File: src/vlane_macros.svh
`ifndef VLANE_MACROS_SVH
`define VLANE_MACROS_SVH

// row geometry
`define VL_LANES        4
`define VL_DATA_W       32
`define VL_ROW_W        (`VL_LANES * `VL_DATA_W)

// vector register file
`define VL_REGS         16
`define VL_REG_AW       4   // also the width of the row count field

// external memory, addressed in rows
`define VL_MEM_AW       16
`define VL_MEM_CREDITS  4   // outstanding requests

// input stream buffer, sender starts with this many credits
`define VL_STREAM_DEPTH 8

`endif

File: src/vlane_mem_pkg.sv
`default_nettype none

`include "vlane_macros.svh"

package vlane_mem_pkg;

    // lane 0 sits in the low word
    typedef logic [`VL_LANES-1:0][`VL_DATA_W-1:0] row_t;

    typedef struct packed {
        logic                  we;    // 1 = write row, 0 = read row
        logic [`VL_MEM_AW-1:0] addr;
        row_t                  wdata;
    } mem_req_t;

    typedef struct packed {
        logic                  en;
        logic [`VL_REG_AW-1:0] addr;
        row_t                  data;
    } rf_wr_t;

endpackage

`default_nettype wire

File: src/mem_arbiter.sv
`timescale 1ns/10ps
`default_nettype none

`include "vlane_macros.svh"

module mem_arbiter (
    input  logic                    clk,
    input  logic                    i_reset,
    input  logic                    i_load_req,
    input  logic [`VL_MEM_AW-1:0]   i_load_addr,
    input  logic                    i_store_req,
    input  logic [`VL_MEM_AW-1:0]   i_store_addr,
    input  vlane_mem_pkg::row_t     i_store_row,
    input  logic                    i_mem_credit,
    output logic                    o_load_grant,
    output logic                    o_store_grant,
    output logic                    o_mem_req_valid,
    output vlane_mem_pkg::mem_req_t o_mem_req
);

    localparam int CW = $clog2(`VL_MEM_CREDITS + 1);

    logic [CW-1:0] credits;
    logic          have_credit;

    assign have_credit     = (credits != '0);
    assign o_load_grant    = i_load_req && have_credit; // load first
    assign o_store_grant   = i_store_req && have_credit && !i_load_req;
    assign o_mem_req_valid = o_load_grant || o_store_grant;

    always_comb begin
        o_mem_req.we    = !i_load_req;
        o_mem_req.addr  = i_load_req ? i_load_addr : i_store_addr;
        o_mem_req.wdata = i_store_row;
    end

    always_ff @(posedge clk) begin
        if (i_reset) begin
            credits <= CW'(`VL_MEM_CREDITS);
        end else begin
            case ({o_mem_req_valid, i_mem_credit})
                2'b10:   credits <= credits - 1'b1;
                2'b01:   credits <= credits + 1'b1;
                default: credits <= credits; // spent and returned together
            endcase
        end
    end

    // memory never returns more credits than it was given
    a_credit_bound: assert property (@(posedge clk) disable iff (i_reset)
        credits <= CW'(`VL_MEM_CREDITS));

endmodule

`default_nettype wire

File: config.mk
export PLATFORM = sky130hd
export DESIGN_NAME = mem_arbiter
export DESIGN_NICKNAME = d
export VERILOG_FILES = /design/src/vlane_mem_pkg.sv /design/src/mem_arbiter.sv
export VERILOG_INCLUDE_DIRS = /design/src
export SDC_FILE = /design/constraint.sdc
export NUM_CORES = 1
export LEC_CHECK = 0
export ABC_CLOCK_PERIOD_IN_PS = 2300
export BUFFER_PORTS_ARGS = -buffer_cell sky130_fd_sc_hd__buf_2
export CAP_MARGIN = 20
export CORE_AREA = 2 2 122 124
export DETAILED_ROUTE_END_ITERATION = 10
export DIE_AREA = 0 0 124 126
export PLACE_DENSITY_LB_ADDON = 0.3
export SKIP_CTS_REPAIR_TIMING = 1
export SLEW_MARGIN = 25
export SYNTH_ARGS = -nofsm -noshare
export SYNTH_HDL_FRONTEND = slang
export SYNTH_SLANG_ARGS = --single-unit
File: constraint.sdc
create_clock -name clk -period 2.3 [get_ports clk]
set_input_delay 0.23 -clock clk [delete_from_list [all_inputs] [get_ports clk]]
set_output_delay 0.23 -clock clk [all_outputs]
set_load 0.05 [all_outputs]
==> metrics.md <==
| Metric | Value |
|---|---|
| Most frequent CP cell | `inv_1` |
| Main synth FF type | `dfxtp_1` |
| Detail Route Antenna Nets | `0` |
| Critical path endpoint category | `flip-flop` |
| Io pins | `~310` |
| Design area | `968 um2` |
| Clock sinks | `3` |
| Top cells by area, synth | `buf_4, mux2_2, dfxtp_1` |
| Leakage | `0.421 nW` |
| Post-Syn Area per Cell | `8.03 um2` |
| First-pass iteration count of the detailed router | `3` |
| Final hold violation count | `0` |
| Num CTS Buffers | `3` |
| Vias per Instance | `about 2.3` |
| DIE AREA | `~16000 um2` |
| # rows | `44` |
| Synth warn | `0` |
| Core area | `approximately 14000 um2` |
| Adder and majority gate portion of the synthesized area | `approximately 2.4%` |
| Post-synth top area cell | `buf_4` |
| Area Growth Syn to Fin | `-27.8%` |
| Worst vdd ir | `approximately 0.25 mV` |
| Post-DP HPWL | `a little under 3000 um` |
| Placed Cells | `279` |
| Xor/xnor share of the synthesized area | `1.31%` |
| WP data required | `between 2 and 2.5 ns` |
| Worst-path clk slew | `0.03 ns` |
| Status | `finished, final reports clean` |
| Synth top area share | `around 72%` |
| Dpl cell area | `890 um2` |
| Post-route non-filler standard cell count | `~280` |
| Worst Path Class, Setup | `reg2reg` |
| Average wire per cell in the routed design | `11.9 um` |
| Post-Route Utilization | `about 6.8%` |
| Slew Limit Headroom | `between 70% and 80%` |
| Port Buffers | `56` |
| Post-Route WL | `3380 um` |
| Fin crit share | `about 92%` |
| Yosys reg bits | `3` |
| Largest net degree at the start of global routing | `19` |
| Syn Inst Count | `around 170` |
| Worst slew pin tran | `roughly 0.33 ns` |
| Maxcap violations | `0` |
| Async SR Flop Fraction | `0%` |
| Cell variety after synth | `14` |
| Post-synth top cells | `buf_4, mux2_2, nor2_1` |
| Largest regs | `credits: 3 flops` |
| Fill count | `around 1700` |
| Final Skew | `around 0.00031 ns` |
| Die Wd | `between 100 and 150 um` |
| Initial DRC count | `8` |
| Most common cell in the netlist | `buf_4` |
| Placer congestion estimate | `roughly 0.71` |
| Number of global-route vias before repair | `between 600 and 700` |
| Reg with most FFs | `credits` |
| Ant. Diodes | `0` |
| DR DRC count | `0` |
| Crit-path leading delay family | `simple AND/OR/NAND/NOR gates` |
| Overflow after GRT | `0` |
| TritonCTS clock tree | `built` |
| Layout net count | `between 200 and 300` |
| Final setup viols | `0` |
| Post-synth EDFFs | `0` |
| Crit path cell chain | `nor3_1 > nor2_2 > inv_1 > ha_1 > inv_1 > fa_1 > xor2_1 > o21ai_1 > or3b_1` |
| RSZ-0062 raised after global routing | `false` |
| Final Max Slew Viols | `0` |
| Sequential share of the synthesized area | `4.48%` |
| Post-synthesis mux area share | `14.2%` |
| Syn Std Cell Area | `1340 um2` |
| Clock Tree Buf Depth | `2` |
| Slowest cell on crit path | `fa_1` |
| WP buf/inv | `2` |
| Clk root buf | `clkbuf_16` |
| Total Routing Usage GR | `roughly 4%` |
| Initial antenna violation count | `1` |
| Largest family of logic cells by synthesized area | `buffers and inverters` |
| Largest register FFs | `3` |
| Final min period | `2.12 ns` |
| Max FO, Critical Path | `3` |
| Hold Path Class | `in2reg` |
| Global-route wire length before repair | `roughly 4300 um` |
| Fmax | `roughly 470 MHz` |
| Die Ht | `between 100 and 150 um` |
| Routed vias | `roughly 640` |
| Clock Latency Late Sink | `~0.22 ns` |
| H-tree levels | `1` |
| Syn_nets | `around 330` |
| Setup TNS | `0 ns` |
| Post-Synth Simple-Gate Area | `around 3.4%` |
| Worst EP arrival | `2.22 ns` |
| Startpoint Class | `flip-flop` |
| P per Cell Area | `roughly 740 nW/um2` |
| Initial core utilization | `9.37%` |
| Max incr delay on CP | `around 0.37 ns` |
| Synth Area in Compound Gates | `less than 1%` |
| Share of layout cells above drive strength 1 | `between 70% and 80%` |
-- worst paths after layout --
check                                start    endpoint  slack, ns  cells after the start
worst max-delay path            credits[1]  credits[2]       0.18                      9
worst min-delay path               i_reset  credits[0]       0.21                      2
worst max register to register  credits[1]  credits[2]       0.18                      9
worst min register to register  credits[0]  credits[0]       0.56                      2
-- cell families after synthesis --
kind of cell / count (synthesis)
muxes: 17
AOI/OAI and AO/OA: 1
xor gates and xnor gates: 2
DFF: 3
and+or+nand+nor: 9
adders and majority gates: 2
buffers and inverters: 133
-- final cells by class --
type	instances	area, um2	share of cell area (%)
Clock buffer	4	78.8	8.14
Inverter	3	11.3	1.16
Multi-Input combinational cell	31	293	30.2
Sequential cell	3	60.1	6.20
Tap cell	184	230	23.8
Timing Repair Buffer	58	295	30.5
-- cell usage in the layout (no fill, tap or decap) --
master     netlist  layout
clkbuf_1         0       1
dfxtp_1          3       3
mux2_2          16      16
or3b_1           1       1
inv_1            3       3
ha_1             1       1
xor2_1           2       2
buf_4          129       2
nor3b_1          1       1
nor2_1           5       4
nor3_1           2       2
nor2_2           0       1
o21ai_1          1       1
mux2i_1          1       1
fa_1             1       1
buf_2            0      56
clkbuf_16        0       3
-- report_power, final --
group | internal, mW | leakage (nW) | switching (mW) | total (mW)
clock | 0.229 | 0.0382 | 0.0465 | 0.275
combinational | 0.127 | 0.358 | 0.222 | 0.350
sequential | 0.0741 | 0.0250 | 0.0209 | 0.0949
-- metal layers --
metal / track usage [%] / wire length [um] / up-vias
li1: - / - / 256
met2: 6.76 / 1630 / 77
met5: 0 / 0 / -
met1: 3.04 / 879 / 252
met3: 2.67 / 585 / 58
met4: 3.64 / 286 / 0
-- stage by stage --
stage / worst slack (ns) / hold WS (ns) / power (mW)
final: 0.178 / 0.207 / 0.720
after global routing: 0.00632 / 0.219 / 0.764
after CTS: 0.173 / 0.207 / 0.728
after detailed placement: 0.176 / 0.435 / 0.449
after global placement: 0.215 / 0.439 / 0.443
after floorplan: 0.0823 / 0.302 / 0.944
Note: power is estimated with default switching activity, not from simulation.
