## src/vlane_macros.svh

```systemverilog
`ifndef VLANE_MACROS_SVH
`define VLANE_MACROS_SVH

// row geometry
`define VL_LANES        4
`define VL_DATA_W       32
`define VL_ROW_W        (`VL_LANES * `VL_DATA_W)

// vector register file
`define VL_REGS         16
`define VL_REG_AW       4   // also the width of the row count field

// external memory, addressed in rows
`define VL_MEM_AW       16
`define VL_MEM_CREDITS  4   // outstanding requests

// input stream buffer, sender starts with this many credits
`define VL_STREAM_DEPTH 8

`endif

```

## src/vlane_mem_pkg.sv

```systemverilog
`default_nettype none

`include "vlane_macros.svh"

package vlane_mem_pkg;

    // lane 0 sits in the low word
    typedef logic [`VL_LANES-1:0][`VL_DATA_W-1:0] row_t;

    typedef struct packed {
        logic                  we;    // 1 = write row, 0 = read row
        logic [`VL_MEM_AW-1:0] addr;
        row_t                  wdata;
    } mem_req_t;

    typedef struct packed {
        logic                  en;
        logic [`VL_REG_AW-1:0] addr;
        row_t                  data;
    } rf_wr_t;

endpackage

`default_nettype wire

```

## src/vector_regfile.sv

```systemverilog
`timescale 1ns/10ps
`default_nettype none

`include "vlane_macros.svh"

module vector_regfile (
    input  logic                   clk,
    input  logic [`VL_REG_AW-1:0]  i_raddr_a,
    input  logic [`VL_REG_AW-1:0]  i_raddr_b,
    input  logic [`VL_REG_AW-1:0]  i_raddr_c,
    input  vlane_mem_pkg::rf_wr_t  i_wr_load,
    input  vlane_mem_pkg::rf_wr_t  i_wr_mac,
    output vlane_mem_pkg::row_t    o_rdata_a,
    output vlane_mem_pkg::row_t    o_rdata_b,
    output vlane_mem_pkg::row_t    o_rdata_c
);

    vlane_mem_pkg::row_t   rows [`VL_REGS];
    vlane_mem_pkg::rf_wr_t wr;

    // load engine wins, the two never overlap in practice
    assign wr = i_wr_load.en ? i_wr_load : i_wr_mac;

    always_ff @(posedge clk) begin
        if (wr.en) rows[wr.addr] <= wr.data;
    end

    assign o_rdata_a = rows[i_raddr_a];
    assign o_rdata_b = rows[i_raddr_b];
    assign o_rdata_c = rows[i_raddr_c]; // store path

    // only one engine runs per instruction
    // write enables are unknown until the engines see their first reset edge
    a_single_writer: assert property (@(posedge clk)
        !(i_wr_load.en === 1'b1 && i_wr_mac.en === 1'b1));

endmodule

`default_nettype wire

```

## config.mk

```make
export PLATFORM = sky130hd
export DESIGN_NAME = vector_regfile
export DESIGN_NICKNAME = d
export VERILOG_FILES = /design/src/vlane_mem_pkg.sv /design/src/vector_regfile.sv
export VERILOG_INCLUDE_DIRS = /design/src
export SDC_FILE = /design/constraint.sdc
export NUM_CORES = 2
export LEC_CHECK = 0
export BUFFER_PORTS_ARGS = -buffer_cell sky130_fd_sc_hd__buf_2
export CAP_MARGIN = 20
export CORE_MARGIN = 5
export CORE_UTILIZATION = 47
export DETAILED_ROUTE_END_ITERATION = 6
export HOLD_SLACK_MARGIN = 0.08
export PLACE_DENSITY = 0.65
export SLEW_MARGIN = 25
export SYNTH_ARGS = -nofsm -noshare
export SYNTH_HDL_FRONTEND = slang
export SYNTH_SLANG_ARGS = --single-unit
```

## constraint.sdc

```tcl
create_clock -name clk -period 28.5 [get_ports clk]
set_input_delay 8.55 -clock clk [delete_from_list [all_inputs] [get_ports clk]]
set_output_delay 8.55 -clock clk [all_outputs]
set_load 0.05 [all_outputs]
```

==> impl_metrics.env <==
export IMPL_yosysTopAreaCell="edfxtp_1"
export IMPL_drtIter0Drc=7205
export IMPL_die_area_mm2=0.2427
export IMPL_crit_chain="buf_8 > buf_4 > buf_12 > mux4_2 > nor2b_1 > a211oi_1 > a21oi_1 > buf_2"
export IMPL_regMostFlops="rows"
export IMPL_p_int_w=0.005700
export IMPL_cts_tree="yes"
export IMPL_cts_buffers=221
export IMPL_top_regs="rows (2048)"
export IMPL_power_density_mw_per_mm2=62.71
export IMPL_vias=61763
export IMPL_grt_antenna_before_repair=4
export IMPL_slowest_delay_ps=740
export IMPL_critPathRequiredTime_ps=19950
export IMPL_coreArea_mm2=0.2323
export IMPL_grt_max_degree=128
export IMPL_syn_avg_cell_area_um2=21.78
export IMPL_startpoint="i_raddr_c[1]"
export IMPL_ctsLongestPathBuffers=3
export IMPL_ys_warn_count=0
export IMPL_num_rows=177
export IMPL_viasPerCell=7.040
export IMPL_fp_dieW_um=492.7
export IMPL_grt_pass1_wl_um=464700
export IMPL_vdd_drop_max_mv=0.05237
export IMPL_min_period_ps=20900
export IMPL_setup_violations=0
export IMPL_fillCellCount=17702
export IMPL_hpwl_um=179100
export IMPL_die_y_um=492.7
export IMPL_post_route_period_util=0.7333
export IMPL_post_cts_setup_buffers=0
export IMPL_crit_type="input pin to output pin"
export IMPL_ys_types=28
export IMPL_hp_start="i_wr_load[50]"
export IMPL_cp_arrival_ps=12350
export IMPL_report_final_hold_viol_count=0
export IMPL_synthTopCellsByCount="2,048 x edfxtp_1, 1,776 x mux4_2, 207 x buf_2"
export IMPL_syn_area_mm2=0.1095
export IMPL_wl_per_cell_um=36.89
export IMPL_synth_top_area_frac=0.5616
export IMPL_ios=663
export IMPL_place_port_buffers=662
export IMPL_hold_buffers=0
export IMPL_slew_headroom=0.2616
export IMPL_critPathMaxFanout=127
export IMPL_synth_area_top_cells="edfxtp_1 56%, mux4_2 37%, mux2i_1 1.4%"
export IMPL_synth_most_common_cell="edfxtp_1"
export IMPL_startpoint_type="input pin"
export IMPL_p_switching_w=0.002045
export IMPL_ys_seq_area_frac=0.5616
export IMPL_drc=0
export IMPL_p_sw_frac=0.2641
export IMPL_cap_violations=0
export IMPL_whs_ps=8184
export IMPL_status="finished clean"
export IMPL_place_congestion=0.8093
export IMPL_grt_setup_unrepaired="no"
export IMPL_final_nets=5822
export IMPL_seq_power_share=0.453
export IMPL_syn_inst=5028
export IMPL_clk_pin_slew_worst_paths_ps=60
export IMPL_cts_htree_levels=4
export IMPL_ctsResizeCount=0
export IMPL_critPathTopFamily="buffers and inverters"
export IMPL_synthArstFlopShare=0
export IMPL_cts_root_buf="clkbuf_16"
export IMPL_min_path_type="input pin to register"
export IMPL_wl_um=323600
export IMPL_ys_flop_type="edfxtp_1"
export IMPL_path_buf_inv=4
export IMPL_worst_pin_slew_ps=1108
export IMPL_cts_sinks=2048
export IMPL_total_power_w=0.007745
export IMPL_grt_pass1_vias=64285
export IMPL_min_to="rows[0][50]$_DFFE_PP_"
export IMPL_grt_usage=0.2648
export IMPL_drt_pass1_iterations=5
export IMPL_largest_reg_flops=2048
export IMPL_crit_slowest_cell="buf_12"
export IMPL_postRouteAntennaNets=0
export IMPL_drv_slew=0
export IMPL_drive_gt1_frac=0.5285
export IMPL_grt_ovfl_total=0
export IMPL_synth_enable_flop_cells=2048
export IMPL_p_comb_frac=0.156
export IMPL_pwr_share_clk=0.391
export IMPL_synth_fp_nets=5307
export IMPL_worstSetupEndpointType="output pin"
export IMPL_final_util=0.5316
export IMPL_hold_depth=2
export IMPL_area_growth_pct=12.79
export IMPL_start_util=0.4714
export IMPL_ys_ff_latch=2048
export IMPL_final_setup_tns_ps=0
export IMPL_leakage_nw=39.03
export IMPL_timing_fmax_mhz=47.85
## stage by stage
| step | instance area (um2) | instances | setup WS, ps |
|---|---|---|---|
| floorplan | 109500 | 5028 | 9347 |
| global placement | 115700 | 8361 | 7305 |
| detailed placement | 115800 | 8363 | 7483 |
| CTS | 123500 | 8772 | 7477 |
| global route | 123500 | 8773 | 7254 |
| finish | 123500 | 8773 | 7602 |
## routing by layer
metal / share of wire / global-route usage
met1: 0.38 / 0.3593
met3: 0.091 / 0.05271
met2: 0.49 / 0.4334
met5: 0.000083 / 0
met4: 0.039 / 0.09212
## how the worst max path moves through the flow
| stage | to | slack, ps | cells past startpoint |
|---|---|---|---|
| 4_1_cts | o_rdata_a[114] | 7480 | 8 |
| 3_3_place_gp | o_rdata_c[103] | 7310 | 8 |
| 2_1_floorplan | o_rdata_c[37] | 9350 | 10 |
| 3_5_place_dp | o_rdata_a[114] | 7480 | 8 |
| 5_1_grt | o_rdata_b[103] | 7250 | 8 |
| 6_report | o_rdata_c[98] | 7600 | 8 |
## final cells by class
class / count / area, um2 / area share
Clock inverter: 144 / 1994 / 0.01615
Inverter: 4 / 22.52 / 0.0001824
Clock buffer: 265 / 5717 / 0.04629
Sequential cell: 2048 / 61500 / 0.4979
Antenna cell: 1 / 2.502 / 0.00002026
Multi-Input combinational cell: 2489 / 45780 / 0.3706
Timing Repair Buffer: 779 / 4687 / 0.03795
Tap cell: 3043 / 3807 / 0.03083
## cells in the final DEF (no fill, tap or decap), types with 2 or more instances in the layout
cell type | synthesis | final
buf_12 | 0 | 28
clkinv_4 | 0 | 6
inv_1 | 3 | 3
a21oi_1 | 125 | 125
bufinv_16 | 0 | 39
inv_16 | 0 | 2
clkinvlp_4 | 0 | 12
o22ai_1 | 10 | 10
buf_2 | 207 | 649
mux4_2 | 1776 | 1776
o221ai_1 | 17 | 17
nor2b_1 | 114 | 114
o32a_1 | 2 | 2
nand2_1 | 17 | 16
clkinv_2 | 0 | 29
clkinv_16 | 0 | 10
a31oi_1 | 4 | 4
o221ai_2 | 3 | 3
clkbuf_16 | 0 | 222
buf_4 | 28 | 88
nor2_4 | 0 | 16
clkbuf_1 | 167 | 43
mux2_2 | 128 | 128
buf_8 | 4 | 11
nor2_1 | 20 | 4
a211oi_1 | 114 | 114
mux2i_1 | 153 | 153
clkinv_1 | 1 | 43
inv_6 | 0 | 2
edfxtp_1 | 2048 | 2048
## power groups by stage
stage | Combinational (W) | Sequential, W | Clock (W)
6_report | 0.00121 | 0.00351 | 0.00302
5_1_grt | 0.00126 | 0.00352 | 0.00320
4_1_cts | 0.00122 | 0.00351 | 0.00307
3_5_place_dp | 0.00122 | 0.00357 | 0
3_3_place_gp | 0.00121 | 0.00356 | 0
2_1_floorplan | 0.000877 | 0.00356 | 0
## kinds of logic after synthesis
kind of cell           count (synthesis)  share of synthesized area
flip-flops                          2048                     0.5616
AO/OA/AOI/OAI                        276                    0.01636
multiplexers                        2057                     0.3924
AND/OR/NAND/NOR                      156                   0.008124
buffers and inverters                491                    0.02146
No activity file was read; power rests on OpenSTA's default activity.
