`src/vlane_macros.svh`:
```
`ifndef VLANE_MACROS_SVH
`define VLANE_MACROS_SVH

// row geometry
`define VL_LANES        4
`define VL_DATA_W       32
`define VL_ROW_W        (`VL_LANES * `VL_DATA_W)

// vector register file
`define VL_REGS         16
`define VL_REG_AW       4   // also the width of the row count field

// external memory, addressed in rows
`define VL_MEM_AW       16
`define VL_MEM_CREDITS  4   // outstanding requests

// input stream buffer, sender starts with this many credits
`define VL_STREAM_DEPTH 8

`endif

```
`src/vlane_isa_pkg.sv`:
```
`default_nettype none

`include "vlane_macros.svh"

package vlane_isa_pkg;

    typedef enum logic [1:0] {
        OP_VLOAD  = 2'd0,
        OP_VSTORE = 2'd1,
        OP_VMACC  = 2'd2
    } opcode_e;

    // memory view used by vload / vstore
    typedef struct packed {
        opcode_e                opcode;
        logic [`VL_REG_AW-1:0]  vreg;     // first register row
        logic [`VL_REG_AW-1:0]  count;    // rows minus one
        logic [`VL_MEM_AW-1:0]  mem_addr; // first memory row
        logic [5:0]             spare;
    } mem_instr_t;

    // arithmetic view used by vmacc
    typedef struct packed {
        opcode_e                opcode;
        logic [`VL_REG_AW-1:0]  vd;       // accumulator rows
        logic [`VL_REG_AW-1:0]  vs;       // multiplier rows
        logic [`VL_REG_AW-1:0]  count;
        logic [17:0]            spare;
    } arith_instr_t;

    typedef union packed {
        mem_instr_t   mem;
        arith_instr_t arith;
    } instr_u;

endpackage

`default_nettype wire

```
`src/vlane_sequencer.sv`:
```
`timescale 1ns/10ps
`default_nettype none

`include "vlane_macros.svh"

module vlane_sequencer (
    input  logic                   clk,
    input  logic                   i_reset,
    input  logic                   i_instr_valid,
    input  vlane_isa_pkg::instr_u  i_instr,
    input  logic                   i_load_done,
    input  logic                   i_store_done,
    input  logic                   i_mac_done,
    output logic                   o_instr_credit,
    output logic                   o_load_start,
    output logic                   o_store_start,
    output logic                   o_mac_start,
    output logic [`VL_REG_AW-1:0]  o_vreg,
    output logic [`VL_REG_AW-1:0]  o_vs,
    output logic [`VL_MEM_AW-1:0]  o_mem_addr,
    output logic [`VL_REG_AW-1:0]  o_count
);

    vlane_isa_pkg::opcode_e op_q, op_in;
    logic busy, accept, done_hit;

    assign op_in  = i_instr.mem.opcode; // opcode sits at the same bits in both views
    assign accept = i_instr_valid && !busy;

    always_comb begin
        case (op_q)
            vlane_isa_pkg::OP_VLOAD:  done_hit = i_load_done;
            vlane_isa_pkg::OP_VSTORE: done_hit = i_store_done;
            vlane_isa_pkg::OP_VMACC:  done_hit = i_mac_done;
            default:                  done_hit = 1'b1; // unused encoding retires at once
        endcase
    end

    always_ff @(posedge clk) begin
        if (i_reset) begin
            busy           <= 1'b0;
            op_q           <= vlane_isa_pkg::OP_VLOAD;
            o_instr_credit <= 1'b0;
            o_load_start   <= 1'b0;
            o_store_start  <= 1'b0;
            o_mac_start    <= 1'b0;
        end else begin
            o_instr_credit <= busy && done_hit;
            o_load_start   <= accept && (op_in == vlane_isa_pkg::OP_VLOAD);
            o_store_start  <= accept && (op_in == vlane_isa_pkg::OP_VSTORE);
            o_mac_start    <= accept && (op_in == vlane_isa_pkg::OP_VMACC);
            if (accept) begin
                busy <= 1'b1;
                op_q <= op_in;
            end else if (busy && done_hit) begin
                busy <= 1'b0;
            end
        end
    end

    // fields stay put until the next instruction
    always_ff @(posedge clk) begin
        if (accept) begin
            if (op_in == vlane_isa_pkg::OP_VMACC) begin
                o_vreg  <= i_instr.arith.vd;
                o_vs    <= i_instr.arith.vs;
                o_count <= i_instr.arith.count;
            end else begin
                o_vreg     <= i_instr.mem.vreg;
                o_count    <= i_instr.mem.count;
                o_mem_addr <= i_instr.mem.mem_addr;
            end
        end
    end

    // sender holds a single credit
    a_one_in_flight: assert property (@(posedge clk) disable iff (i_reset)
        i_instr_valid |-> !busy);

endmodule

`default_nettype wire

```
`config.mk`:
```
export PLATFORM = sky130hd
export DESIGN_NAME = vlane_sequencer
export DESIGN_NICKNAME = d
export VERILOG_FILES = /design/src/vlane_isa_pkg.sv /design/src/vlane_sequencer.sv
export VERILOG_INCLUDE_DIRS = /design/src
export SDC_FILE = /design/constraint.sdc
export NUM_CORES = 1
export LEC_CHECK = 0
export BUFFER_PORTS_ARGS = -buffer_cell sky130_fd_sc_hd__buf_2
export CORE_AREA = 3 3 61 63
export CTS_CLUSTER_SIZE = 8
export DETAILED_ROUTE_END_ITERATION = 12
export DIE_AREA = 0 0 64 66
export HOLD_SLACK_MARGIN = 0.15
export PLACE_DENSITY = 0.7
export SYNTH_ARGS = -nofsm -noshare
export SYNTH_HDL_FRONTEND = slang
export SYNTH_SLANG_ARGS = --single-unit
```
`constraint.sdc`:
```
create_clock -name clk -period 2 [get_ports clk]
set_clock_uncertainty 0.2 [all_clocks]
set_input_delay 0.4 -clock clk [delete_from_list [all_inputs] [get_ports clk]]
set_output_delay 0.4 -clock clk [all_outputs]
set_load 0.005 [all_outputs]
```
==> results_dict.tcl <==
set metrics [dict create \
    worst_setup_path_end_kind "flip-flop" \
    grt_pass1_wl_um 4298 \
    grt_pass1_vias 897 \
    vias 923 \
    route.met2.wl_um 1468 \
    cpMaxStageDelayCell "dlygate4sd3_1" \
    die_h_um 66 \
    drv_cap 0 \
    top_layer "met4" \
    postCtsSetupRepairBufs 0 \
    fmax_mhz 541.9 \
    fillerInstances 262 \
    fp.dieArea_um2 4224 \
    numClockSinks 35 \
    synth-warning-count 0 \
    hpwl_um 1869 \
    wl_um 2886 \
    async_reset_ff_frac 0 \
    h-tree-depth 2 \
    slew_violations 0 \
    leakagePower_nw 0.8431 \
    postSynthNetCount 107 \
    gp_congestion 0.6884 \
    syn-instance-count 69 \
    setup_viol 0 \
    cpPeakStageDelay_ps 570 \
    p_switching_mw 0.3205 \
    ys_ff_latch 35 \
    clockRootBuffer "clkbuf_4" \
    timing.final.hold_violations 0 \
    seq_power_share 0.559 \
    pre_cts_slack_ps 348.6 \
    status "completed" \
    synth_cell_types 16 \
    crit_buf_inv 3 \
    synth_edf_count 28 \
    final_nets 206 \
    arrival_ps 1930 \
    cts-buffers-inserted 5 \
    clk_latency_ps 330 \
    relSlewSlack 0.7297 \
    grt_overflow 0 \
    areaGrowthSynthToFinish_pct 63.84 \
    dr.pass1.iters 4 \
    swShare 0.2123 \
    drc 0 \
    ios 70 \
    rsz0062_at_grt "false" \
    power_frac_clock 0.330 \
    drive_gt1_frac 0.4320 \
    worstSetupPathType "input port to flip-flop" \
    synth_most_common_cell "edfxtp_1" \
    track_usage 0.1425 \
    p_per_area_nw_per_um2 790.1 \
    synth_area_um2 1166 \
    synthTopCellsByCount "28 x edfxtp_1, 12 x nand2_1, 7 x dfxtp_1" \
    ctsHoldBuffers 29 \
    yosys.area.top_type "edfxtp_1" \
    ir_worst_vdd_mv 0.4437 \
    diodes 0 \
    yosys-top-cells-area "edfxtp_1 72%, dfxtp_1 12%, nand2_1 3.9%" \
    cts_buffer_depth 2 \
    crit_top_cell "dlygate4sd3_1" \
    yosysTopAreaCellShare 0.7210 \
    detail_route.wl_per_cell_um 13.42 \
    worstPathCellList "dlygate4sd3_1 -> buf_2 -> nor4b_2 -> dlygate4sd3_1" \
    hold_class "input port to flip-flop" \
    ant_nets 0 \
    setup_tns_ps 0 \
    worstMarginPinSlew_ps 405.5 \
    core_um2 3284 \
    synth_ff_type "edfxtp_1" \
    ctsResizeCount 0 \
    crit_family "buffers and inverters" \
    period_share 0.9228 \
    tritoncts "yes" \
    viasPerCell 4.293 \
    yosysSeqAreaShare 0.8412 \
    detail_route.iter0.violations 44 \
    clk_pin_slew_worst_paths_ps 100 \
    dr_wl_met3_um 287 \
    die_width_um 64 \
    grt_max_degree 17 \
    start_kind "input port" \
    power.internal_mw 1.189 \
    cp.required_ps 2090 \
    cp_max_fo 5 \
    initial_core_util 0.3550 \
    drt-met1-wl_um 1079 \
    fin_ws_ps 154.5 \
    antenna_found_initial 0 \
    p_comb_frac 0.111 \
    io_buffers 63 \
    avgSynthCellArea_um2 16.90 \
    min_period_ps 1846 \
    rows 21 \
]
==> routing by layer <==
metal | up-vias | global-route usage
li1 | 448 | -
met1 | 418 | 0.1429
met2 | 52 | 0.2555
met3 | 5 | 0.04932
met4 | 0 | 0.08086
met5 | - | 0
==> layout make-up <==
| type | instances | area, µm² | share of cell area |
|---|---|---|---|
| clock buffer | 5 | 37.54 | 0.01965 |
| clock inverter | 3 | 43.79 | 0.02292 |
| inverter | 2 | 7.507 | 0.003929 |
| multi-input combinational | 31 | 170.2 | 0.08906 |
| sequential | 35 | 980.9 | 0.5134 |
| tap | 46 | 57.56 | 0.03012 |
| timing repair buffer | 93 | 613.1 | 0.3209 |
==> sequential cells by signal (all words and copies together) (netlist names) <==
name	cells
o_mem_addr	16
o_count	4
o_vreg	4
o_vs	4
op_q	2
busy	1
o_instr_credit	1
o_load_start	1
o_mac_start	1
o_store_start	1
==> cell usage in the layout (no fill, tap or decap), types with 2 or more instances in the layout <==
cell type	instances
nor4_1	2
nand2_1	12
dfxtp_1	7
nor2_1	6
edfxtp_1	28
clkbuf_4	5
dlygate4sd3_1	29
inv_1	2
mux2i_1	2
buf_2	63
nand2b_1	2
==> per-stage QoR <==
step | util | area, µm² | hold slack, ps | instances | total power, mW
2_1_floorplan | - | 1166 | 245.6 | 69 | 0.9065
3_3_place_gp | 0.4686 | 1539 | 258.0 | 178 | 0.9789
3_5_place_dp | 0.4686 | 1539 | 269.8 | 178 | 0.9846
5_1_grt | 0.5817 | 1911 | 247.2 | 215 | 1.584
4_1_cts | 0.5817 | 1911 | 185.4 | 215 | 1.534
6_report | 0.5817 | 1911 | 211.2 | 215 | 1.510
==> worst register-to-register path: stages (launching register included) <==
cell           delay (ps)
dfxtp_1               330
nand2b_1              310
nor4b_2               300
dlygate4sd3_1         570
==> cells by family after synthesis <==
logic type      synth area share
compound gates           0.01395
mux                      0.01717
flops                     0.8412
buf+inv                  0.01288
simple gates              0.1148
==> path summary, 6_finish.rpt <==
| kind | start | endpoint | slack (ps) | cells past startpoint |
|---|---|---|---|---|
| setup / recovery | i_instr[31] | o_store_start | 150 | 4 |
| hold / removal | i_mac_done | o_instr_credit | 210 | 3 |
| setup reg to reg | busy | o_store_start | 240 | 3 |
| hold reg to reg | busy | o_instr_credit | 290 | 2 |
==> power by group through the flow <==
stage          sequential [mW]  clock, mW  combinational (mW)
5_1_grt                  0.847      0.553               0.184
3_5_place_dp             0.860          0               0.125
3_3_place_gp             0.859          0               0.120
4_1_cts                  0.843      0.522               0.169
2_1_floorplan            0.866          0              0.0409
6_report                 0.844      0.498               0.168
Power figures use the tool's default switching activity.
