File: config.mk
export PLATFORM = sky130hd
export DESIGN_NAME = mem_load_engine
export DESIGN_NICKNAME = d
export VERILOG_FILES = /design/src/vlane_mem_pkg.sv /design/src/mem_load_engine.sv
export VERILOG_INCLUDE_DIRS = /design/src
export SDC_FILE = /design/constraint.sdc
export NUM_CORES = 1
export LEC_CHECK = 0
export BUFFER_PORTS_ARGS = -buffer_cell sky130_fd_sc_hd__buf_2
export CORE_ASPECT_RATIO = 1.2
export CORE_MARGIN = 5
export CORE_UTILIZATION = 38
export DETAILED_ROUTE_END_ITERATION = 8
export GPL_TIMING_DRIVEN = 0
export HOLD_SLACK_MARGIN = 0.05
export PLACE_DENSITY = 0.77
export REMOVE_ABC_BUFFERS = 1
export SYNTH_ARGS = -nofsm -noshare
export SYNTH_HDL_FRONTEND = slang
export SYNTH_SLANG_ARGS = --single-unit
File: constraint.sdc
create_clock -name clk -period 4.2 [get_ports clk]
set_input_delay 0.84 -clock clk [delete_from_list [all_inputs] [get_ports clk]]
set_output_delay 0.84 -clock clk [all_outputs]
set_load 0.05 [all_outputs]
File: src/vlane_macros.svh
`ifndef VLANE_MACROS_SVH
`define VLANE_MACROS_SVH

// row geometry
`define VL_LANES        4
`define VL_DATA_W       32
`define VL_ROW_W        (`VL_LANES * `VL_DATA_W)

// vector register file
`define VL_REGS         16
`define VL_REG_AW       4   // also the width of the row count field

// external memory, addressed in rows
`define VL_MEM_AW       16
`define VL_MEM_CREDITS  4   // outstanding requests

// input stream buffer, sender starts with this many credits
`define VL_STREAM_DEPTH 8

`endif

File: src/vlane_mem_pkg.sv
`default_nettype none

`include "vlane_macros.svh"

package vlane_mem_pkg;

    // lane 0 sits in the low word
    typedef logic [`VL_LANES-1:0][`VL_DATA_W-1:0] row_t;

    typedef struct packed {
        logic                  we;    // 1 = write row, 0 = read row
        logic [`VL_MEM_AW-1:0] addr;
        row_t                  wdata;
    } mem_req_t;

    typedef struct packed {
        logic                  en;
        logic [`VL_REG_AW-1:0] addr;
        row_t                  data;
    } rf_wr_t;

endpackage

`default_nettype wire

File: src/mem_load_engine.sv
`timescale 1ns/10ps
`default_nettype none

`include "vlane_macros.svh"

module mem_load_engine (
    input  logic                   clk,
    input  logic                   i_reset,
    input  logic                   i_start,
    input  logic [`VL_REG_AW-1:0]  i_vreg,
    input  logic [`VL_MEM_AW-1:0]  i_mem_addr,
    input  logic [`VL_REG_AW-1:0]  i_count,
    input  logic                   i_grant,
    input  logic                   i_rsp_valid,
    input  vlane_mem_pkg::row_t    i_rsp_data,
    output logic                   o_req,
    output logic [`VL_MEM_AW-1:0]  o_req_addr,
    output vlane_mem_pkg::rf_wr_t  o_wr,
    output logic                   o_done
);

    logic                  issuing, active, wr_en_q;
    logic [`VL_REG_AW-1:0] iss, rsp, wr_addr_q;
    vlane_mem_pkg::row_t   wr_data_q;
    logic                  take;

    assign o_req      = issuing;
    assign o_req_addr = i_mem_addr + `VL_MEM_AW'(iss);
    assign take       = active && i_rsp_valid; // responses come back in order
    assign o_wr       = '{en: wr_en_q, addr: wr_addr_q, data: wr_data_q};

    always_ff @(posedge clk) begin
        if (i_reset) begin
            issuing <= 1'b0;
            active  <= 1'b0;
            iss     <= '0;
            rsp     <= '0;
            wr_en_q <= 1'b0;
            o_done  <= 1'b0;
        end else begin
            wr_en_q <= take;
            o_done  <= take && (rsp == i_count);
            if (i_start) begin
                issuing <= 1'b1;
                active  <= 1'b1;
                iss     <= '0;
                rsp     <= '0;
            end else begin
                if (o_req && i_grant) begin
                    iss <= iss + 1'b1;
                    if (iss == i_count) issuing <= 1'b0;
                end
                if (take) begin
                    rsp <= rsp + 1'b1;
                    if (rsp == i_count) active <= 1'b0;
                end
            end
        end
    end

    always_ff @(posedge clk) begin
        if (take) begin
            wr_addr_q <= i_vreg + rsp;
            wr_data_q <= i_rsp_data;
        end
    end

endmodule

`default_nettype wire

==> flow_metrics.tcl, run 1 <==
set metrics [dict create \
    htree_num_levels 4 \
    crit_path_end_kind "output port" \
    grt_max_degree 83 \
    grt_usage 0.1707 \
    start_util 0.3899 \
    ios 308 \
    cts_resized 0 \
    multi_input_area_um2 742.0 \
    die_w_um 114.5 \
    hold_viol 0 \
    critPathMaxStageDelay_ns 0.41 \
    dr.pass1.iters 4 \
    hp-class "reg -> reg" \
    fin_util 0.5708 \
    crit_fanout 3 \
    netlist_instances 254 \
    vias_per_cell 4.536 \
    start_kind "input port" \
    vias 3429 \
    synth_seq_area_share 0.8436 \
    hpwl_mm 10.94 \
    drive_above_1_share 0.5861 \
    cp_slowest_cell "fa_1" \
    crit_buf_inv 2 \
    synth_top_cell_by_area "edfxtp_1" \
    cts_buffer_depth 2 \
    fp.dieArea_mm2 0.01551 \
    fin_crit_sh 0.7993 \
    ir_drop_v 0.0002886 \
    rows 45 \
    ys_seq_elements 144 \
    arrival_ns 2.52 \
    synth.yosys.warnings 0 \
    path_delay_family "adder cells" \
    yosys-top-cells-area "edfxtp_1 (80%), dfxtp_1 (4.8%), xnor2_1 (3.3%)" \
    path_clk_slew_ns 0.06 \
    seq_area_mm2 0.004204 \
    synth_cell_type_count 29 \
    drtAntennaViolNets 0 \
    grt_antenna_before_repair 0 \
    cts_hold_buf 0 \
    skew_ns 0.005067 \
    wl_mm 13.90 \
    grt_pass1_vias 3668 \
    period_needed_ns 3.357 \
    dp_slack_ns 0.8294 \
    fin_nets 747 \
    cts-buffers-inserted 17 \
    cp.required_ns 3.36 \
    wl_per_cell_um 18.39 \
    slew_viol_final 0 \
    setup_viol 0 \
    area_delta_synth_final_pct 46.40 \
    crit_type "in -> out" \
    drc 0 \
    mostFrequentLayoutCell "buf_2" \
    nFillCells 1049 \
    grt_pass1_wl_mm 19.85 \
    gp_congestion 0.8190 \
    p_leak_nw 3.144 \
    layout_common_cells "buf_2 (307), edfxtp_1 (132), xnor2_1 (19)" \
    synth_top_area_frac 0.7954 \
    port_buffers 307 \
    cts.sink_count 144 \
    fmax_mhz 297.9 \
    crit_chain "buf_2 -> ha_1 -> fa_1 -> a21o_1 -> a21o_1 -> nand3_1 -> xnor2_1 -> buf_2" \
    status "finished, final reports clean" \
    rsz0062_at_grt "false" \
    worstMarginPinSlew_ns 0.5290 \
    drt_iter0_markers 196 \
    n_antenna_cell 0 \
    slew_headroom 0.6473 \
    powerDensity_mw_per_mm2 469.3 \
    synth_area_mm2 0.004984 \
    cap_violations 0 \
    die_h_um 135.5 \
    fin_ws_ns 0.8428 \
    overflow 0 \
    post_cts_buffers 0 \
    cts_tree "yes" \
    syn_avg_cell_area_um2 19.62 \
    clk_latency_ns 0.40 \
    root_buffer "clkbuf_16" \
    core_mm2 0.01278 \
]
[power breakdown]
part           switching (W)  internal [W]  leakage, nW
logic               0.000289      0.000104         1.56
clock network       0.000617      0.000773        0.261
registers          0.0000145       0.00163         1.32
[kinds of logic (layout without fill, tap and decap cells)]
logic type	after synthesis	in the layout	synth area share
flops	144	144	0.8436
buf+inv	9	347	0.007533
compound gates	18	18	0.02335
fa+ha+maj	11	11	0.03063
xor+xnor	30	30	0.05272
simple gates	42	42	0.04218
[cell type report]
type | count | share of cell area
clock buffer | 17 | 0.05831
clock inverter | 15 | 0.01698
inverter | 7 | 0.004287
multi-input combinational | 101 | 0.1017
sequential | 144 | 0.5762
tap | 164 | 0.02813
timing repair buffer | 308 | 0.2144
[Yosys cell counts]
| master | instances |
|---|---|
| buf_4 | 1 |
| nand2_1 | 14 |
| nand4_1 | 4 |
| nand3_1 | 7 |
| xnor2_1 | 19 |
| fa_1 | 2 |
| o21bai_2 | 1 |
| o21ai_0 | 2 |
| inv_1 | 7 |
| or2_2 | 1 |
| a211oi_1 | 1 |
| nor2_1 | 8 |
| dfxtp_1 | 12 |
| a21o_1 | 4 |
| ha_1 | 9 |
| nand2_2 | 1 |
| and3_1 | 1 |
| o21ai_1 | 1 |
| or3_1 | 1 |
| a21oi_1 | 7 |
| clkbuf_1 | 1 |
| nor3_1 | 2 |
| nand2b_1 | 1 |
| nor3_4 | 1 |
| a21oi_2 | 1 |
| nor3_2 | 1 |
| xor2_1 | 11 |
| edfxtp_1 | 132 |
| o41ai_1 | 1 |
[state kept, by name (all words and copies together) (netlist names)]
signal and cells:
o_req 1, wr_en_q 1, active 1, o_wr 128
wr_addr_q 4, o_done 1, iss 4, rsp 4
[through the flow]
step	hold slack, ns	instances	power [W]	setup TNS, ns	instance area [um^2]
2_1_floorplan	0.4479	252	0.001922	-0.06021	4972
3_3_place_gp	0.4733	723	0.002062	-104.30	6714
3_5_place_dp	0.4775	724	0.002069	0	6746
4_1_cts	0.4861	756	0.003469	0	7296
5_1_grt	0.5441	756	0.003546	0	7296
6_report	0.4831	756	0.003424	0	7296
[worst register-to-register path, cell delays in order (launching register included)]
cell and delay (ns):
dfxtp_1 0.32, nand2_1 0.16, inv_6 0.43, buf_16 0.40, nand4_1 0.18, xor2_1 0.18, nor2_1 0.06
[worst paths after layout]
path	start	end	slack, ns	depth (start not counted)
setup / recovery	i_mem_addr[0]	o_req_addr[10]	0.84	8
hold / removal	active	active	0.48	2
setup reg to reg	active	rsp[3]	2.36	6
hold reg to reg	active	active	0.48	2
[metal layers]
| metal | track usage | vias to the layer above | wire, um |
|---|---|---|---|
| li1 | - | 1608 | - |
| met1 | 0.1783 | 1625 | 4712 |
| met2 | 0.3152 | 181 | 7557 |
| met3 | 0.06300 | 15 | 1437 |
| met4 | 0.05215 | 0 | 193 |
| met5 | 0 | - | 0 |
Power figures use the tool's default switching activity.
==> run 2: changes to the inputs <==
==> constraint.sdc (replaced) <==
create_clock -name clk -period 2.75 [get_ports clk]
set_input_delay 0.55 -clock clk [delete_from_list [all_inputs] [get_ports clk]]
set_output_delay 0.55 -clock clk [all_outputs]
set_load 0.05 [all_outputs]
==> flow_metrics.tcl, run 2 (synthesis results as in run 1) <==
set metrics [dict create \
    period_needed_ns 2.724 \
    fp.dieArea_mm2 0.01551 \
    cap_violations 0 \
    drt_iter0_markers 201 \
    slew_viol_final 0 \
    grt_usage 0.1709 \
    grt_pass1_vias 3666 \
    vias 3439 \
    ios 308 \
    p_sw_frac 0.2685 \
    r2r_cells 6 \
    grt_pass1_wl_mm 19.87 \
    path_clk_slew_ns 0.06 \
    drive_above_1_share 0.5987 \
    crit_cells 7 \
    finish.cell_count_without_fillers 757 \
    cts_buffer_depth 2 \
    ir_drop_v 0.0004409 \
    powerDensity_mw_per_mm2 710.6 \
    switchingPower_w 0.001405 \
    p_int_w 0.003828 \
    cp.required_ns 2.20 \
    crit_top_cell "a21o_1" \
    min_to "o_wr[86]" \
    worstMarginPinSlew_ns 0.5294 \
    vias_per_cell 4.543 \
    die_w_um 114.5 \
    total_power_w 0.005234 \
    arrival_ns 2.17 \
    largest_reg_flops 128 \
    fin_nets 748 \
    root_buffer "clkbuf_16" \
    cts-buffers-inserted 17 \
    wl_mm 14.00 \
    cp_slowest_cell "fa_2" \
    fin_crit_sh 0.9906 \
    rr_startpoint "active" \
    area_delta_synth_final_pct 47.78 \
    crit_chain "ha_4 -> fa_2 -> a21o_1 -> a21o_1 -> nand4_1 -> xnor2_1 -> buf_4" \
    seq_area_mm2 0.004209 \
    fmax_mhz 367.1 \
    hpwl_mm 10.94 \
    start_kind "register" \
    rsz0062_at_grt "true" \
    n_antenna_cell 0 \
    r2r-end "rsp[3]" \
    critPathMaxStageDelay_ns 0.39 \
    cts_hold_buf 0 \
    rows 45 \
    status "finished, final reports clean" \
    crit_fanout 3 \
    crit_path_end_kind "output port" \
    multi_input_area_um2 774.5 \
    p_comb_frac 0.116 \
    reg2reg_slack_ns 0.90 \
    seqPwrFrac 0.479 \
    grt_max_degree 83 \
    hp-start "i_rsp_data[86]" \
    die_h_um 135.5 \
    hold_path_depth 1 \
    overflow 0 \
    hp-class "in -> reg" \
    dr.pass1.iters 4 \
    start_util 0.3899 \
    dp_cells 724 \
    holdWs_ns 0.3170 \
    cts_tree "yes" \
    crit_type "reg -> out" \
    drc 0 \
    p_leak_nw 3.164 \
    setup_viol 0 \
    gp_congestion 0.8190 \
    clk_latency_ns 0.40 \
    wl_per_cell_um 18.49 \
    crit_buf_inv 1 \
    layout_common_cells "buf_2 (299), edfxtp_1 (132), xnor2_1 (18)" \
    port_buffers 307 \
    clockPowerShare 0.405 \
    grt_antenna_before_repair 0 \
    core_mm2 0.01278 \
    slew_headroom 0.6471 \
    skew_ns 0.005043 \
    hold_viol 0 \
    htree_num_levels 4 \
    mostFrequentLayoutCell "buf_2" \
    path_delay_family "adder cells" \
    nFillCells 1039 \
    cts.sink_count 144 \
    drtAntennaViolNets 0 \
]
-- run 2: worst max path at each step --
stage                  startpoint             end  slack, ns
finish                     iss[0]  o_req_addr[14]       0.03
global route               iss[0]  o_req_addr[12]      -0.06
global placement      i_rsp_valid          rsp[3]      -2.16
CTS                        iss[0]  o_req_addr[10]      0.002
floorplan             i_rsp_valid          rsp[3]      -1.22
detailed placement  i_mem_addr[0]  o_req_addr[14]      -0.04
-- run 2: power groups by stage --
| stage | Sequential, W | Combinational (W) | Clock (W) |
|---|---|---|---|
| after detailed placement | 0.00255 | 0.000605 | 0 |
| after global placement | 0.00256 | 0.000586 | 0 |
| after CTS | 0.00251 | 0.000611 | 0.00218 |
| final | 0.00251 | 0.000608 | 0.00212 |
| after global routing | 0.00251 | 0.000638 | 0.00227 |
| after floorplan | 0.00282 | 0.000117 | 0 |
-- run 2: per-layer routing --
| metal | GRT usage | wire length [um] | vias to the layer above |
|---|---|---|---|
| met1 | 0.1786 | 4786 | 1636 |
| met3 | 0.06300 | 1425 | 16 |
| li1 | - | - | 1608 |
| met5 | 0 | 0 | - |
| met2 | 0.3155 | 7599 | 179 |
| met4 | 0.05215 | 186 | 0 |
-- run 2: area by class of cell --
type | instances | area share
flip-flops and latches | 144 | 0.5715
repair buffers | 309 | 0.2166
multi-input cells | 101 | 0.1052
clock buffers | 17 | 0.05776
well taps | 164 | 0.02786
clock inverters | 15 | 0.01682
inverters | 7 | 0.004247
-- run 2: repair_timing --
item / 4_1_cts / 5_1_grt
endpoints found under the setup margin: 12 / 12
buffers inserted: 0 / 1
resized for setup: 11 / 8
pin swaps: 2 / 7
endpoints found under the hold margin: 0 / 0
-- run 2: stage by stage --
stage | worst slack [ns] | area, um^2 | setup TNS (ns) | util
global placement | -2.164 | 6714 | -262.09 | 0.5253
finish | 0.02576 | 7365 | 0 | 0.5762
floorplan | -1.220 | 4972 | -137.54 | -
detailed placement | -0.04056 | 6746 | -0.09912 | 0.5279
global route | -0.06336 | 7365 | -0.2250 | 0.5762
CTS | 0.002001 | 7321 | 0 | 0.5728
