**config.mk**
```make
export PLATFORM = sky130hd
export DESIGN_NAME = mem_store_engine
export DESIGN_NICKNAME = d
export VERILOG_FILES = /design/src/vlane_mem_pkg.sv /design/src/mem_store_engine.sv
export VERILOG_INCLUDE_DIRS = /design/src
export SDC_FILE = /design/constraint.sdc
export NUM_CORES = 1
export LEC_CHECK = 0
export ABC_AREA = 1
export BUFFER_PORTS_ARGS = -buffer_cell sky130_fd_sc_hd__buf_2
export CORE_AREA = 2 2 69 71
export DETAILED_ROUTE_END_ITERATION = 7
export DIE_AREA = 0 0 71 73
export GPL_ROUTABILITY_DRIVEN = 0
export HOLD_SLACK_MARGIN = 0.12
export PLACE_DENSITY = 0.76
export SETUP_SLACK_MARGIN = 0.3
export SLEW_MARGIN = 20
export SYNTH_ARGS = -nofsm -noshare
export SYNTH_HDL_FRONTEND = slang
export SYNTH_SLANG_ARGS = --single-unit
```
**constraint.sdc**
```tcl
create_clock -name clk -period 8.25 [get_ports clk]
set_input_delay 2.475 -clock clk [delete_from_list [all_inputs] [get_ports clk]]
set_output_delay 2.475 -clock clk [all_outputs]
set_load 0.02 [all_outputs]
```
**src/vlane_macros.svh**
```systemverilog
`ifndef VLANE_MACROS_SVH
`define VLANE_MACROS_SVH

// row geometry
`define VL_LANES        4
`define VL_DATA_W       32
`define VL_ROW_W        (`VL_LANES * `VL_DATA_W)

// vector register file
`define VL_REGS         16
`define VL_REG_AW       4   // also the width of the row count field

// external memory, addressed in rows
`define VL_MEM_AW       16
`define VL_MEM_CREDITS  4   // outstanding requests

// input stream buffer, sender starts with this many credits
`define VL_STREAM_DEPTH 8

`endif

```
**src/vlane_mem_pkg.sv**
```systemverilog
`default_nettype none

`include "vlane_macros.svh"

package vlane_mem_pkg;

    // lane 0 sits in the low word
    typedef logic [`VL_LANES-1:0][`VL_DATA_W-1:0] row_t;

    typedef struct packed {
        logic                  we;    // 1 = write row, 0 = read row
        logic [`VL_MEM_AW-1:0] addr;
        row_t                  wdata;
    } mem_req_t;

    typedef struct packed {
        logic                  en;
        logic [`VL_REG_AW-1:0] addr;
        row_t                  data;
    } rf_wr_t;

endpackage

`default_nettype wire

```
**src/mem_store_engine.sv**
```systemverilog
`timescale 1ns/10ps
`default_nettype none

`include "vlane_macros.svh"

module mem_store_engine (
    input  logic                   clk,
    input  logic                   i_reset,
    input  logic                   i_start,
    input  logic [`VL_REG_AW-1:0]  i_vreg,
    input  logic [`VL_MEM_AW-1:0]  i_mem_addr,
    input  logic [`VL_REG_AW-1:0]  i_count,
    input  logic                   i_grant,
    input  vlane_mem_pkg::row_t    i_row,
    output logic                   o_req,
    output logic [`VL_MEM_AW-1:0]  o_req_addr,
    output logic [`VL_REG_AW-1:0]  o_raddr,
    output logic                   o_done
);

    logic                  active;
    logic [`VL_REG_AW-1:0] idx;

    // register row read combinationally, sent in the same cycle
    assign o_req      = active;
    assign o_raddr    = i_vreg + idx;
    assign o_req_addr = i_mem_addr + `VL_MEM_AW'(idx);

    always_ff @(posedge clk) begin
        if (i_reset) begin
            active <= 1'b0;
            idx    <= '0;
            o_done <= 1'b0;
        end else begin
            o_done <= active && i_grant && (idx == i_count);
            if (i_start) begin
                active <= 1'b1;
                idx    <= '0;
            end else if (active && i_grant) begin
                idx <= idx + 1'b1;
                if (idx == i_count) active <= 1'b0;
            end
        end
    end

    // stored rows must have been written by a load or a vmacc first
    a_row_defined: assert property (@(posedge clk) disable iff (i_reset)
        (o_req && i_grant) |-> !$isunknown(i_row));

endmodule

`default_nettype wire

```
==> impl_metrics.yaml, run 1 <==
timing:
  fin_setup_tns_ps: 0
  final.setup.worst_slack_ps: 1887
  period_needed_ps: 6363
  max_slew_margin: 0.7973
  finalCritPeriodShare: 0.7713
  worst_pin_slew_ps: 303.6
  grt_setup_unrepaired: "false"
  final_hold_vios: 0
  clock_skew_ps: 0.2721
  setup_viol: 0
  maxSlewViolCount: 0
  maxClockFrequency_ghz: 0.1572
die:
  design.die.area_um2: 5183
  num_io_pins: 178
  fp.dieW_um: 71
  core-area_um2: 4536
  die-height_um: 73
  floorplan.rows: 25
  floorplan.initialDensity: 0.1928
cells_and_area:
  final_area_um2: 1229
  fill_cells: 495
  layout-drive-gt1-share: 0.3405
  final_cell_count_no_fill: 239
  antennaDiodeCount: 0
  sequential_cell_area_um2: 120.1
  multiInputGateArea_um2: 694.4
  design.final.nets: 353
  area_growth_syn_to_layout_pct: 40.49
clock_tree:
  cts-root-buf: "sky130_fd_sc_hd__clkbuf_8"
  max-clock-path-buffers: 2
  tritoncts.num_buffers: 3
  clock_insertion_delay_at_the_later_pin_of_the_skew_report_ps: 220
  cts-htree-levels: 1
  post-cts-setup-buffers: 0
  cts_hold_buffers: 0
  cts_tree: "done"
  clkTransAtPathRegs_ps: 40
  cts.repair.resized: 0
  cts_sinks: 6
global_routing:
  grt_util_all_layers: 0.09198
  grt_pass1_vias: 872
  initial_antenna_violation_count: 0
  first_pass_grt_wire_length_um: 3857
  grt_max_degree: 8
  globalRouteOverflowTotal: 0
synth:
  yosysWarnings: 0
  synth_common_cells: "sky130_fd_sc_hd__nand2_1 (38), sky130_fd_sc_hd__inv_1 (16), sky130_fd_sc_hd__nor2_1 (12)"
  yosysUniqueCellTypes: 21
  synth_edf_count: 0
  synth_largest_area_cell: "sky130_fd_sc_hd__nand2_1"
  synthesis.nets: 299
  mappedNetlistArea_um2: 874.6
  synth-async-reset-ratio: 0
  syn-mean-instance-area_um2: 6.576
  post_synth_inst_count: 133
  synth.yosys.seq_area_share: 0.1373
  post_synthesis_register_bit_count: 6
  yosysTopAreaCellShare: 0.1631
  dominantRegCellSynth: "sky130_fd_sc_hd__dfxtp_1"
  synth.area.top_cells: "sky130_fd_sc_hd__nand2_1 (16%), sky130_fd_sc_hd__dfxtp_1 (14%), sky130_fd_sc_hd__ha_1 (11%)"
  synth_most_common_cell: "sky130_fd_sc_hd__nand2_1"
flow_run:
  maxCapViolCount: 0
power_and_ir_drop:
  total_power_mw: 0.1162
  cellLeakagePower_nw: 0.6679
  max-vdd-ir-drop_v: 0.00005746
  p_per_area_nw_per_um2: 94.56
worst_hold_path:
  min-delay-path-class: "flip-flop to flip-flop"
placed_design:
  dpl.cell_count: 236
  placed_cell_area_um2: 1187
  buffer_ports.inserted: 49
  dpl_worst_slack_ps: 1879
  dp.final_hpwl_um: 2057
setup_path:
  crit_path_start_kind: "primary input"
  timing.critical_path.buf_inv: 3
  crit_path_max_incr_delay_ps: 400
  crit_arrival_ps: 3890
  required_ps: 5780
  setup.worst_path.class: "primary input to output port"
  chain_of_cells_forming_the_critical_path: "buf_2, ha_1, fa_1, nand2_1, nand2_2, nand3b_4, inv_1, nand2_1, xnor2_1, buf_2"
  critical-path-slowest-cell: "sky130_fd_sc_hd__fa_1"
  worstPathMaxFanout: 4
  endpoint_kind: "output port"
  timing.critical_path.max_delay_family: "adder cells"
drt:
  drt.antenna.violating_nets: 0
  routed_via_density: 4.130
  dr_total_vias: 987
  route.final.wire_length_um: 2395
  drt_first_iter_violations: 37
  firstDrtPassIters: 4
  wl_per_cell_um: 10.02
  detail_route.drc_violations: 0
run_status:
  outcome: "finished, final reports clean"
final cells by class:
type,count,share of cell area
Inverter,16,0.04888
Timing Repair Buffer,49,0.1996
Clock buffer,3,0.03360
Multi-Input combinational cell,111,0.5652
Sequential cell,6,0.09776
Tap cell,54,0.05499
layout by cell type, fill, tap and decap left out, types with 2 or more instances in the layout:
cell type                  netlist  final
sky130_fd_sc_hd__xnor2_1         6      6
sky130_fd_sc_hd__clkbuf_8        0      3
sky130_fd_sc_hd__xor2_1          7      7
sky130_fd_sc_hd__o21ai_0         3      3
sky130_fd_sc_hd__dfxtp_1         6      6
sky130_fd_sc_hd__inv_1          16     16
sky130_fd_sc_hd__nor2_1         12     12
sky130_fd_sc_hd__a21oi_1         6      6
sky130_fd_sc_hd__nand3_1         7      7
sky130_fd_sc_hd__ha_1            8      8
sky130_fd_sc_hd__buf_2           0     49
sky130_fd_sc_hd__nand3b_1        5      5
sky130_fd_sc_hd__nand4_1         4      4
sky130_fd_sc_hd__nand2_2         5      5
sky130_fd_sc_hd__nand2_1        38     38
sky130_fd_sc_hd__fa_1            2      2
sky130_fd_sc_hd__nor2_4          2      2
per-layer routing:
metal | share of wire | global-route usage
met1 | 0.47 | 0.1253
met2 | 0.44 | 0.1443
met5 | 0 | 0
met3 | 0.074 | 0.02348
met4 | 0.011 | 0.02516
report_power, final:
group / internal (mW) / leakage [nW] / switching (mW)
registers: 0.0298 / 0.0488 / 0.000902
clock network: 0.0314 / 0.0216 / 0.0131
logic: 0.0160 / 0.598 / 0.0249
stage by stage:
stage	hold WS, ps	util
5_1_grt	500.5	0.2709
4_1_cts	479.9	0.2709
3_3_place_gp	466.1	0.2618
6_report	475.4	0.2709
3_5_place_dp	472.2	0.2618
2_1_floorplan	499.1	-
flip-flops by register name (all words and copies together), names as in the netlist:
register and flops:
o_done 1, idx 4, o_req 1
path summary, 6_finish.rpt:
path / startpoint / endpoint / slack [ps] / depth (start not counted)
setup / recovery: i_mem_addr[0] / o_req_addr[14] / 1890 / 10
hold / removal: o_req / o_req / 480 / 2
setup reg to reg: idx[1] / o_req / 7030 / 7
hold reg to reg: o_req / o_req / 480 / 2
logic make-up after synthesis:
kind of cell | Yosys count | share of synthesized area
XOR/XNOR | 13 | 0.1302
flip-flops | 6 | 0.1373
AND/OR/NAND/NOR | 78 | 0.4421
buffers and inverters | 16 | 0.06867
AO/OA/AOI/OAI | 10 | 0.06151
adder cells (fa/ha/maj) | 10 | 0.1602
worst min-delay path, cell delays in order, from the launching register on:
cell and delay (ps):
sky130_fd_sc_hd__dfxtp_1 310, sky130_fd_sc_hd__nand2_1 60, sky130_fd_sc_hd__a21oi_1 50
(Power assumes the default switching activity.)
==> inputs of run 2 (changes only) <==
Settings changed: CORE_AREA 2 2 69 71 to 2 2 68 70, DIE_AREA 0 0 71 73 to 0 0 70 72, PLACE_DENSITY 0.76 to 0.78.
Clock period 8.25 ns to 6.2 ns, I/O delays scaled along.
==> run 2 against run 1 <==
Cell area is 0.20% lower. Largest cell class unchanged. Critical endpoint unchanged. Register-to-register slack worse by 2100 ps. Clock power is 31% higher. Hold slack better by 11 ps.
==> impl_metrics.yaml, run 2 (synthesis results as in run 1) <==
worst_hold_path:
  hold_depth: 2
  min-delay-path-class: "flip-flop to flip-flop"
clock_tree:
  max-clock-path-buffers: 2
  tritoncts.num_buffers: 3
  cts-root-buf: "sky130_fd_sc_hd__clkbuf_8"
  clkTransAtPathRegs_ps: 30
  cts.repair.resized: 0
  clock_insertion_delay_at_the_later_pin_of_the_skew_report_ps: 220
  cts-htree-levels: 1
  cts_sinks: 6
  post-cts-setup-buffers: 0
  cts_hold_buffers: 0
  cts_tree: "done"
die:
  design.die.area_um2: 5040
  floorplan.initialDensity: 0.2051
  die-height_um: 72
  core-area_um2: 4264
  num_io_pins: 178
  fp.dieW_um: 70
  floorplan.rows: 24
setup_path:
  chain_of_cells_forming_the_critical_path: "buf_2, ha_1, fa_1, nand2_1, nand2_2, nand3b_4, inv_1, nand2_1, xnor2_1, buf_2"
  worstPathMaxFanout: 4
  crit_path_start_kind: "primary input"
  setup.worst_path.class: "primary input to output port"
  required_ps: 4340
  timing.reg2reg.worst_path_depth: 7
  crit_path_max_incr_delay_ps: 410
  crit_arrival_ps: 3340
  endpoint_kind: "output port"
  critical-path-slowest-cell: "sky130_fd_sc_hd__fa_1"
power_and_ir_drop:
  p_per_area_nw_per_um2: 126.0
  cellLeakagePower_nw: 0.6679
  max-vdd-ir-drop_v: 0.0001022
global_routing:
  grt_max_degree: 8
  grt_pass1_vias: 953
  globalRouteOverflowTotal: 0
  grt_util_all_layers: 0.09766
  initial_antenna_violation_count: 0
  first_pass_grt_wire_length_um: 4036
drt:
  dr_total_vias: 1025
  routed_via_density: 4.325
  route.final.wire_length_um: 2505
  drt.antenna.violating_nets: 0
  detail_route.drc_violations: 0
  firstDrtPassIters: 4
  wl_per_cell_um: 10.57
  drt_first_iter_violations: 28
cells_and_area:
  layout.cells.most_common: "sky130_fd_sc_hd__buf_2"
  final_cell_mix: "sky130_fd_sc_hd__buf_2 (49), sky130_fd_sc_hd__nand2_1 (38), sky130_fd_sc_hd__inv_1 (16), sky130_fd_sc_hd__nor2_1 (12), sky130_fd_sc_hd__ha_1 (8)"
  final_cell_count_no_fill: 237
  fill_cells: 489
  antennaDiodeCount: 0
  design.final.nets: 353
  max_flop_register: "idx"
  layout-drive-gt1-share: 0.3405
  number_of_flip_flops_in_the_largest_register: 4
  area_growth_syn_to_layout_pct: 40.20
timing:
  final_hold_vios: 0
  setup_viol: 0
  maxSlewViolCount: 0
  clock_skew_ps: 3.214
  worst_pin_slew_ps: 315.7
  grt_setup_unrepaired: "false"
  period_needed_ps: 5201
  fin_setup_tns_ps: 0
  maxClockFrequency_ghz: 0.1923
  finalCritPeriodShare: 0.8388
  max_slew_margin: 0.7892
flow_run:
  maxCapViolCount: 0
placed_design:
  dpl.cell_count: 234
  buffer_ports.inserted: 49
  dp.final_hpwl_um: 2134
run_status:
  outcome: "finished, final reports clean"
-- run 2: cell counts in the layout (fill, tap and decap cells not counted) --
No cell type changed its count.
-- run 2: area by class of cell --
| cell class | count | area, um^2 | share of cell area |
|---|---|---|---|
| inverters | 16 | 60.06 | 0.04898 |
| flip-flops and latches | 6 | 120.1 | 0.09796 |
| well taps | 52 | 65.06 | 0.05306 |
| repair buffers | 49 | 245.2 | 0.2000 |
| multi-input cells | 111 | 694.4 | 0.5663 |
| clock buffers | 3 | 41.29 | 0.03367 |
-- run 2: metrics by stage --
stage                     hold WS [ps]  instance area [um^2]    util  total power [mW]  setup WS, ps
after global routing             513.2                  1226  0.2876            0.1646         930.9
final                            486.2                  1226  0.2876            0.1545         999.4
after CTS                        490.2                  1226  0.2876            0.1560         998.6
after global placement           461.2                  1185  0.2779           0.09515          1060
after detailed placement         480.7                  1185  0.2779           0.09645          1001
after floorplan                  499.1                 874.6       -           0.07251          1227
-- run 2: power by group --
group	switching [mW]	leakage (nW)	internal, mW	total (mW)
Clock	0.0168	0.0216	0.0417	0.0585
Sequential	0.00124	0.0488	0.0397	0.0410
Combinational	0.0337	0.598	0.0213	0.0550
-- run 2: path summary, 6_finish.rpt --
path	startpoint	to	slack (ps)
max	i_mem_addr[0]	o_req_addr[14]	1000
min reg2reg	o_req	o_req	490
max reg2reg	idx[1]	o_req	4980
min	o_req	o_req	490
-- run 2: routing by layer --
layer | wire length (um) | global-route usage | vias up | part of all wire
met1 | 1067 | 0.1094 | 462 | 0.43
met3 | 164 | 0.02917 | 4 | 0.065
li1 | - | - | 529 | -
met2 | 1239 | 0.1810 | 30 | 0.49
met4 | 34 | 0.02564 | 0 | 0.014
met5 | 0 | 0 | - | 0
-- run 2: worst max-delay path: cells and delay by family --
kind	cells	cell delay, ps
buffers and inverters	3	340
adder cells (fa/ha/maj)	2	630
AND/OR/NAND/NOR	4	360
XOR/XNOR	1	130
